`config.mk`:
```
export PLATFORM = sky130hd
export DESIGN_NAME = spi_bridge_top
export DESIGN_NICKNAME = d
export VERILOG_FILES = /design/src/common/spi_bridge_pkg.sv /design/src/common/spi_cmd_if.sv /design/src/common/spi_result_if.sv /design/src/hw/ipif_reg_decode.sv /design/src/hw/spi_bridge_top.sv /design/src/hw/spi_result_capture.sv /design/src/spi_engine/spi_byte_master.sv
export SDC_FILE = /design/constraint.sdc
export NUM_CORES = 1
export LEC_CHECK = 0
export ABC_CLOCK_PERIOD_IN_PS = 2770
export BUFFER_PORTS_ARGS = -buffer_cell sky130_fd_sc_hd__buf_2
export CAP_MARGIN = 20
export CORE_MARGIN = 2
export CORE_UTILIZATION = 41
export CTS_CLUSTER_SIZE = 12
export DETAILED_ROUTE_END_ITERATION = 16
export HOLD_SLACK_MARGIN = 0.1
export PLACE_DENSITY = 0.65
export SYNTH_ARGS = -nofsm -noshare
export SYNTH_HDL_FRONTEND = slang
export SYNTH_HIERARCHICAL = 1
export SYNTH_SLANG_ARGS = --single-unit
```
`constraint.sdc`:
```
create_clock -name clk -period 2.77 [get_ports clk]
set_input_delay 0.831 -clock clk [delete_from_list [all_inputs] [get_ports clk]]
set_output_delay 0.831 -clock clk [all_outputs]
set_load 0.01 [all_outputs]
```
`src/common/spi_bridge_pkg.sv`:
```
// register map, bus widths and engine states shared by every block of the spi bridge
`default_nettype none

package spi_bridge_pkg;

   typedef logic [31:0] bus_data_t;

   parameter int N_REG = 4;

   typedef logic [N_REG-1:0] reg_sel_t; // one-hot ce vector

   typedef logic [7:0] spi_byte_t;

   // register indices
   parameter int REG_STATUS = 0; // read only
   parameter int REG_WDATA  = 1;
   parameter int REG_ADDR   = 2;
   parameter int REG_CTRL   = 3;

   // status register bits, read byte sits in [7:0]
   parameter int STAT_BUSY_BIT = 8;
   parameter int STAT_DONE_BIT = 9;

   parameter int CTRL_GO_BIT        = 31; // self clearing
   parameter int CTRL_SOFT_RSTN_BIT = 30;

   parameter int ADDR_READ_BIT = 7; // set means read frame

   // address byte then data byte
   parameter int FRAME_BITS = 16;

   typedef enum logic [1:0] {
      ST_IDLE,
      ST_SHIFT,
      ST_FINISH
   } spi_state_e;

endpackage

`default_nettype wire

```
`src/common/spi_cmd_if.sv`:
```
// command path from the register decode into the spi engine
`default_nettype none

interface spi_cmd_if;

   logic                      start;     // one cycle pulse
   spi_bridge_pkg::spi_byte_t addr;
   spi_bridge_pkg::spi_byte_t wdata;
   logic                      soft_rstn; // level, low holds engine idle

   modport source (
      output start,
      output addr,
      output wdata,
      output soft_rstn
   );

   modport sink (
      input start,
      input addr,
      input wdata,
      input soft_rstn
   );

endinterface

`default_nettype wire

```
`src/common/spi_result_if.sv`:
```
// frame results from the spi engine into result capture
`default_nettype none

interface spi_result_if;

   logic                      busy;
   logic                      done;    // pulse at frame end
   logic                      is_read; // valid with done
   spi_bridge_pkg::spi_byte_t rdata;

   modport source (
      output busy,
      output done,
      output is_read,
      output rdata
   );

   modport sink (
      input busy,
      input done,
      input is_read,
      input rdata
   );

endinterface

`default_nettype wire

```
`src/hw/ipif_reg_decode.sv`:
```
// ipif register file with ce decode, acks and read mux, issues commands to the spi engine
`default_nettype none

module ipif_reg_decode (
   input  wire                             clk,
   input  wire                             arst_n,
   input  wire spi_bridge_pkg::reg_sel_t   bus_wrce,
   input  wire spi_bridge_pkg::reg_sel_t   bus_rdce,
   input  wire spi_bridge_pkg::bus_data_t  bus_wdata,
   output spi_bridge_pkg::bus_data_t       bus_rdata,
   output logic                            bus_wrack,
   output logic                            bus_rdack,
   spi_cmd_if.source                       cmd,
   input  wire spi_bridge_pkg::spi_byte_t  status_rdata,
   input  wire                             status_busy,
   input  wire                             status_done,
   output logic                            status_read
);

   spi_bridge_pkg::spi_byte_t wdata_q;
   spi_bridge_pkg::spi_byte_t addr_q;
   logic                      soft_rstn_q;
   logic                      start_q;
   spi_bridge_pkg::bus_data_t status_word;
   spi_bridge_pkg::bus_data_t ctrl_word;
   spi_bridge_pkg::bus_data_t rd_word;

   always_comb begin
      status_word = '0;
      status_word[7:0] = status_rdata;
      status_word[spi_bridge_pkg::STAT_BUSY_BIT] = status_busy;
      status_word[spi_bridge_pkg::STAT_DONE_BIT] = status_done;
   end

   // go bit never stored, reads back 0
   always_comb begin
      ctrl_word = '0;
      ctrl_word[spi_bridge_pkg::CTRL_SOFT_RSTN_BIT] = soft_rstn_q;
   end

   // zero when nothing selected
   always_comb begin
      rd_word = '0;
      if (bus_rdce[spi_bridge_pkg::REG_STATUS])
         rd_word = status_word;
      if (bus_rdce[spi_bridge_pkg::REG_WDATA])
         rd_word = spi_bridge_pkg::bus_data_t'(wdata_q);
      if (bus_rdce[spi_bridge_pkg::REG_ADDR])
         rd_word = spi_bridge_pkg::bus_data_t'(addr_q);
      if (bus_rdce[spi_bridge_pkg::REG_CTRL])
         rd_word = ctrl_word;
   end

   always_ff @(posedge clk or negedge arst_n) begin
      if (!arst_n) begin
         wdata_q     <= '0;
         addr_q      <= '0;
         soft_rstn_q <= 1'b1;
         start_q     <= 1'b0;
         bus_wrack   <= 1'b0;
         bus_rdack   <= 1'b0;
         bus_rdata   <= '0;
      end else begin
         bus_wrack <= |bus_wrce;
         bus_rdack <= |bus_rdce;
         bus_rdata <= rd_word;
         start_q   <= bus_wrce[spi_bridge_pkg::REG_CTRL] &
                      bus_wdata[spi_bridge_pkg::CTRL_GO_BIT];
         if (bus_wrce[spi_bridge_pkg::REG_WDATA])
            wdata_q <= spi_bridge_pkg::spi_byte_t'(bus_wdata);
         if (bus_wrce[spi_bridge_pkg::REG_ADDR])
            addr_q <= spi_bridge_pkg::spi_byte_t'(bus_wdata);
         if (bus_wrce[spi_bridge_pkg::REG_CTRL])
            soft_rstn_q <= bus_wdata[spi_bridge_pkg::CTRL_SOFT_RSTN_BIT];
      end
   end

   assign status_read = bus_rdce[spi_bridge_pkg::REG_STATUS]; // clears sticky done

   assign cmd.start     = start_q; // lines up with wrack
   assign cmd.addr      = addr_q;
   assign cmd.wdata     = wdata_q;
   assign cmd.soft_rstn = soft_rstn_q;

   a_ce_onehot: assert property (@(posedge clk) disable iff (!arst_n)
      $onehot0(bus_wrce) && $onehot0(bus_rdce));

   a_ce_exclusive: assert property (@(posedge clk) disable iff (!arst_n)
      !((|bus_wrce) && (|bus_rdce)));

endmodule

`default_nettype wire

```
`src/hw/spi_bridge_top.sv`:
```
// bus-to-spi register bridge top, plain ipif bus and spi pins around decode, engine and capture
`default_nettype none

module spi_bridge_top #(
   parameter int CLK_DIV = 4
) (
   input  wire                             clk,
   input  wire                             arst_n,
   input  wire spi_bridge_pkg::reg_sel_t   bus_wrce,
   input  wire spi_bridge_pkg::reg_sel_t   bus_rdce,
   input  wire spi_bridge_pkg::bus_data_t  bus_wdata,
   output spi_bridge_pkg::bus_data_t       bus_rdata,
   output logic                            bus_wrack,
   output logic                            bus_rdack,
   output logic                            bus_error,
   input  wire                             serial_in,
   output logic                            spi_clk,
   output logic                            serial_out
);

   spi_cmd_if    cmd_if ();
   spi_result_if res_if ();

   spi_bridge_pkg::spi_byte_t status_rdata;
   logic                      status_busy;
   logic                      status_done;
   logic                      status_read;

   assign bus_error = 1'b0; // no error responses

   ipif_reg_decode u_decode (
      .clk          (clk),
      .arst_n       (arst_n),
      .bus_wrce     (bus_wrce),
      .bus_rdce     (bus_rdce),
      .bus_wdata    (bus_wdata),
      .bus_rdata    (bus_rdata),
      .bus_wrack    (bus_wrack),
      .bus_rdack    (bus_rdack),
      .cmd          (cmd_if.source),
      .status_rdata (status_rdata),
      .status_busy  (status_busy),
      .status_done  (status_done),
      .status_read  (status_read)
   );

   spi_byte_master #(
      .CLK_DIV (CLK_DIV)
   ) u_master (
      .clk        (clk),
      .arst_n     (arst_n),
      .cmd        (cmd_if.sink),
      .res        (res_if.source),
      .serial_in  (serial_in),
      .spi_clk    (spi_clk),
      .serial_out (serial_out)
   );

   spi_result_capture u_capture (
      .clk          (clk),
      .arst_n       (arst_n),
      .res          (res_if.sink),
      .status_read  (status_read),
      .status_rdata (status_rdata),
      .status_busy  (status_busy),
      .status_done  (status_done)
   );

endmodule

`default_nettype wire

```
`src/hw/spi_result_capture.sv`:
```
// keeps the last read byte, busy level and sticky done flag for the status register
`default_nettype none

module spi_result_capture (
   input  wire                 clk,
   input  wire                 arst_n,
   spi_result_if.sink          res,
   input  wire                 status_read,
   output spi_bridge_pkg::spi_byte_t status_rdata,
   output logic                status_busy,
   output logic                status_done
);

   always_ff @(posedge clk or negedge arst_n) begin
      if (!arst_n) begin
         status_rdata <= '0;
         status_busy  <= 1'b0;
         status_done  <= 1'b0;
      end else begin
         status_busy <= res.busy; // one cycle behind the engine
         if (res.done && res.is_read)
            status_rdata <= res.rdata;
         // a new done beats the clearing read
         if (res.done)
            status_done <= 1'b1;
         else if (status_read)
            status_done <= 1'b0;
      end
   end

   a_done_in_frame: assert property (@(posedge clk) disable iff (!arst_n)
      res.done |-> $past(res.busy));

endmodule

`default_nettype wire

```
`src/spi_engine/spi_byte_master.sv`:
```
// mode 0 spi master sending one 16-bit address/data frame per command, captures the read byte
`default_nettype none

module spi_byte_master #(
   parameter int CLK_DIV = 4 // clk cycles per spi_clk half period, at least 2
) (
   input  wire          clk,
   input  wire          arst_n,
   spi_cmd_if.sink      cmd,
   spi_result_if.source res,
   input  wire          serial_in,
   output logic         spi_clk,
   output logic         serial_out
);

   localparam int DIV_W = $clog2(CLK_DIV);
   localparam int CNT_W = $clog2(spi_bridge_pkg::FRAME_BITS + 1);
   localparam int BYTE_W = $bits(spi_bridge_pkg::spi_byte_t);

   typedef logic [DIV_W-1:0] div_cnt_t;
   typedef logic [CNT_W-1:0] bit_cnt_t;
   typedef logic [spi_bridge_pkg::FRAME_BITS-1:0] frame_t;

   spi_bridge_pkg::spi_state_e state;
   div_cnt_t                   div_cnt;
   bit_cnt_t                   bit_cnt; // completed bits
   frame_t                     shreg;
   logic                       is_read_q;
   spi_bridge_pkg::spi_byte_t  rdata_q;
   logic                       half_end;
   logic                       in_data_byte;

   assign half_end     = (div_cnt == div_cnt_t'(CLK_DIV - 1));
   assign in_data_byte = (bit_cnt >= bit_cnt_t'(BYTE_W));

   always_ff @(posedge clk or negedge arst_n) begin
      if (!arst_n) begin
         state     <= spi_bridge_pkg::ST_IDLE;
         div_cnt   <= '0;
         bit_cnt   <= '0;
         shreg     <= '0;
         spi_clk   <= 1'b0;
         is_read_q <= 1'b0;
      end else if (!cmd.soft_rstn) begin
         // soft reset, drop any frame without a done
         state   <= spi_bridge_pkg::ST_IDLE;
         div_cnt <= '0;
         bit_cnt <= '0;
         shreg   <= '0;
         spi_clk <= 1'b0;
      end else begin
         case (state)
            spi_bridge_pkg::ST_IDLE: begin
               if (cmd.start) begin
                  shreg     <= {cmd.addr, cmd.wdata}; // msb out first
                  is_read_q <= cmd.addr[spi_bridge_pkg::ADDR_READ_BIT];
                  div_cnt   <= '0;
                  bit_cnt   <= '0;
                  state     <= spi_bridge_pkg::ST_SHIFT;
               end
            end
            spi_bridge_pkg::ST_SHIFT: begin
               if (half_end) begin
                  div_cnt <= '0;
                  spi_clk <= ~spi_clk;
                  if (spi_clk) begin
                     // falling edge, next bit out
                     shreg   <= {shreg[spi_bridge_pkg::FRAME_BITS-2:0], 1'b0};
                     bit_cnt <= bit_cnt + 1'b1;
                     if (bit_cnt == bit_cnt_t'(spi_bridge_pkg::FRAME_BITS - 1))
                        state <= spi_bridge_pkg::ST_FINISH;
                  end
               end else begin
                  div_cnt <= div_cnt + 1'b1;
               end
            end
            spi_bridge_pkg::ST_FINISH: begin
               state <= spi_bridge_pkg::ST_IDLE; // done cycle
            end
            default: begin
               state <= spi_bridge_pkg::ST_IDLE;
            end
         endcase
      end
   end

   // sample on rising spi_clk, data byte of read frames only
   always_ff @(posedge clk) begin
      if (state == spi_bridge_pkg::ST_SHIFT && half_end && !spi_clk &&
          is_read_q && in_data_byte) begin
         rdata_q <= {rdata_q[BYTE_W-2:0], serial_in};
      end
   end

   assign serial_out = shreg[spi_bridge_pkg::FRAME_BITS-1];

   assign res.busy    = (state != spi_bridge_pkg::ST_IDLE);
   assign res.done    = (state == spi_bridge_pkg::ST_FINISH);
   assign res.is_read = is_read_q;
   assign res.rdata   = rdata_q;

   a_clk_low_idle: assert property (@(posedge clk) disable iff (!arst_n)
      state == spi_bridge_pkg::ST_IDLE |-> !spi_clk);

   a_bit_cnt_max: assert property (@(posedge clk) disable iff (!arst_n)
      bit_cnt <= bit_cnt_t'(spi_bridge_pkg::FRAME_BITS));

endmodule

`default_nettype wire
```
==> impl_results.md <==
* Share of final-layout standard cells stronger than drive strength 1 at 24.6%
* Post-DR wirelength/cell at 15.3 microns
* Cells on worst reg2reg path at 5
* Data arrival time at the worst-slack endpoint at 1.09 ns
* Global-route wire length before repair at 11600 microns
* Launch point of the worst path: u_master/spi_clk
* Clock Skew at 0.00704 ns
* Number of warning messages in the yosys log at 6
* Total global routing track utilization at 15.2%
* Power density of the placed cells at 614 nW/um^2
* Register-to-Register Setup Slack at 0.96 ns
* Ratio of final minimum period to clock period at 69.3%
* Count of vias placed by the detailed router at 2307
* Total stage count of the critical path at 1
* Placement row count at 34
* Area of the multi-input gates at 1350 sq um
* Quantity of I/O buffers inserted on ports at 35
* Storage cell area at 1940 sq um
* Inserted Clock Buffers at 9
* GRT Residual Overflow at 0
* Area fraction of the dominant cell type after synthesis at 46.4%
* Post-Layout Cell Count at 453
* Utilization after layout at 46.3%
* Hold slack at 0.452 ns
* ANT nets after route at 0
* Root buf cell: sky130_fd_sc_hd__clkbuf_8
* Number of DRC markers after the initial detailed-route iteration at 181
* Inserted Diodes at 0
* Master of the slowest instance on the critical path: sky130_fd_sc_hd__dfrtp_1
* Number of enable flip-flop cells after synthesis at 8
* Path type of the worst setup path: flip-flop to output port
* Number of hold-repair buffers added at the cts stage at 0
* Total number of clock tree sinks at 76
* Insertion delay of the later-clocked pin in the worst-skew pair at 0.34 ns
* Die area at 9580 sq um
* FILL cells at 819
* Inst Count DP at 437
* Startpoint types: flip-flop
* Max-cap violations at 0
* Number of buffers added for setup after CTS at 0
* Minimum clock period at 1.92 ns
* DIE WIDTH at 97.9 microns
* Detailed Routing Iterations Pass 1 at 4
* R2r startpoint: u_master/div_cnt[0]
* Max transition margin at 56.8%
* Dominant register cell in the synthesized netlist: sky130_fd_sc_hd__dfrtp_1
* Worst path buffer plus inverter count at 1
* Antenna violations before repair at 0
* Data required time of the critical path at 1.94 ns
* Worst IR drop on VDD at 0.425 mV
* Run status: finished, final reports clean
* Number of global-route vias before repair at 2274
* Cell types occupying the most area after synthesis: sky130_fd_sc_hd__dfrtp_1 46%, sky130_fd_sc_hd__edfxtp_1 6.7%, sky130_fd_sc_hd__buf_4 5.4%
* Vertical die dimension at 97.9 microns
* Critical Path Max Stage Delay at 0.55 ns
* I/O pin count at 80
* Average instance area after synthesis at 11.7 sq um
* Final routed DRC violation total at 0
* Setup Total Neg Slack at 0 ns
* Initial Util at 41.8%
* Worst Setup EP: spi_clk
* Number of distinct standard cells referenced by the synthesized netlist at 48
* Crit path max fanout at 8
* Core region area at 8640 sq um
* Max Clock Freq at 521 MHz
* Synthesized flop and latch total at 76
* Clock-pin slew of the registers on the worst-case setup and hold paths at 0.08 ns
* Setup crit end kind: output port
* CTS Buffer Depth at 2
* Post-synthesis instance total at 309
* Worst slew pin tran at 0.648 ns
* Area overhead of the layout relative to synthesis at 10.7%
* Setup violators final at 0
* Leakage power total at 0.00191 uW
* CTS resizes at 0
* Final-report max-slew violation count at 0
* Number of vias per cell after detailed routing at 5.09
* Post-Route WL at 6950 microns
* TritonCTS clock tree: yes
* RSZ-0062 raised after global routing: no
* Hold WC Path Type: flip-flop to flip-flop
* Cell-by-cell listing of the critical path: buf_2
* Share of synthesized registers carrying an async set or reset at 89.5%
* Final-stage net count at 387
* Dominant delay contributor by cell family on the critical path: flip-flops
* Mapped Area at 3610 sq um
* Cell accounting for the most synthesized area: sky130_fd_sc_hd__dfrtp_1
* Hold Fails Final Rpt at 0
* Final HPWL DP at 4770 microns
* RR Endpoint: u_master/shreg[0]
* Sequential share of the synthesized area at 53.8%
* Placer's final routability congestion estimate at 0.822
* CTS H-Tree Depth at 3
* Largest net degree at the start of global routing at 42
## per-stage QoR
stage	total power (uW)	instance area, sq um	worst slack, ns
floorplan	1490	3690	0.631
global placement	1560	3780	0.972
detailed placement	1570	3780	0.943
CTS	2480	4000	0.829
global route	2570	4000	0.788
finish	2460	4000	0.849
## cells in the final DEF, fill, tap and decap left out, drive strengths merged, types with 2 or more instances in the layout
master     n
dfrtp     67
buf       43
inv       29
conb      22
mux2      20
mux2i     16
a31oi     16
and4b     15
nand3b    11
nand2     11
o21ai     11
clkbuf    10
a21oi      8
a221oi     8
edfxtp     8
and3       4
and2       4
nor2       4
ha         4
nand3      4
nand4      3
nand2b     3
clkinvlp   2
bufinv     2
o211ai     2
clkinv     2
a21boi     2
## per-layer routing
| metal | track usage [%] | share of wire (%) |
|---|---|---|
| met3 | 2.86 | 2.6 |
| met1 | 21.0 | 47 |
| met4 | 5.98 | 1.5 |
| met5 | 0 | 0 |
| met2 | 23.9 | 48 |
## registers in the layout, summed over array words and instances (netlist names), 2 cells and up
register	cells
u_master/div_cnt	2
u_master/shreg	16
u_decode/cmd.addr	8
u_decode/cmd.wdata	8
u_decode/bus_rdata	11
u_master/bit_cnt	5
u_capture/status_rdata	8
u_master/res.rdata	8
u_master/state	2
## cell usage after synthesis (5+ instances only)
library cell and number:
sky130_fd_sc_hd__a221oi_1 8, sky130_fd_sc_hd__nand2_1 10, sky130_fd_sc_hd__inv_1 29, sky130_fd_sc_hd__mux2i_1 16, sky130_fd_sc_hd__a31oi_1 15, sky130_fd_sc_hd__buf_4 26, sky130_fd_sc_hd__a21oi_1 8, sky130_fd_sc_hd__o21ai_0 10
sky130_fd_sc_hd__edfxtp_1 8, sky130_fd_sc_hd__dfrtp_1 67, sky130_fd_sc_hd__nand3b_1 11, sky130_fd_sc_hd__clkbuf_1 5, sky130_fd_sc_hd__and4b_1 15, sky130_fd_sc_hd__buf_2 9, sky130_fd_sc_hd__mux2_2 17
## cells by family after synthesis
logic type | after synthesis | share of synthesized area, %
and+or+nand+nor | 68 | 13.2
AOI/OAI and AO/OA | 50 | 9.14
buffers and inverters | 72 | 11.1
other | 2 | 0.208
DFF | 76 | 53.8
xor gates and xnor gates | 1 | 0.243
muxes | 36 | 10.9
adders and majority gates | 4 | 1.39
## where the power goes
part	total [uW]	switching, uW	internal (uW)
combinational	284	167	117
sequential	1260	53.3	1210
clock	913	405	507
total	2460	625	1830
## layout make-up
cell class	count	area share (%)
Tap cell	108	3.38
Clock buffer	10	3.19
Sequential cell	76	48.6
Clock inverter	6	2.22
Timing Repair Buffer	43	6.19
Inverter	29	2.72
Multi-Input combinational cell	181	33.7
## worst min-delay path by stage
stage | start | endpoint | slack [ns] | cells past startpoint
2_1_floorplan | u_master/res.rdata[0] | u_master/res.rdata[1] | 0.42 | 0
3_3_place_gp | u_master/res.rdata[3] | u_master/res.rdata[4] | 0.44 | 0
3_5_place_dp | u_master/res.rdata[4] | u_master/res.rdata[5] | 0.44 | 0
4_1_cts | u_master/res.rdata[4] | u_master/res.rdata[5] | 0.46 | 0
5_1_grt | u_master/res.rdata[4] | u_master/res.rdata[5] | 0.48 | 0
6_report | u_master/res.rdata[0] | u_master/res.rdata[1] | 0.45 | 0
Note: power is estimated with default switching activity, not from simulation.
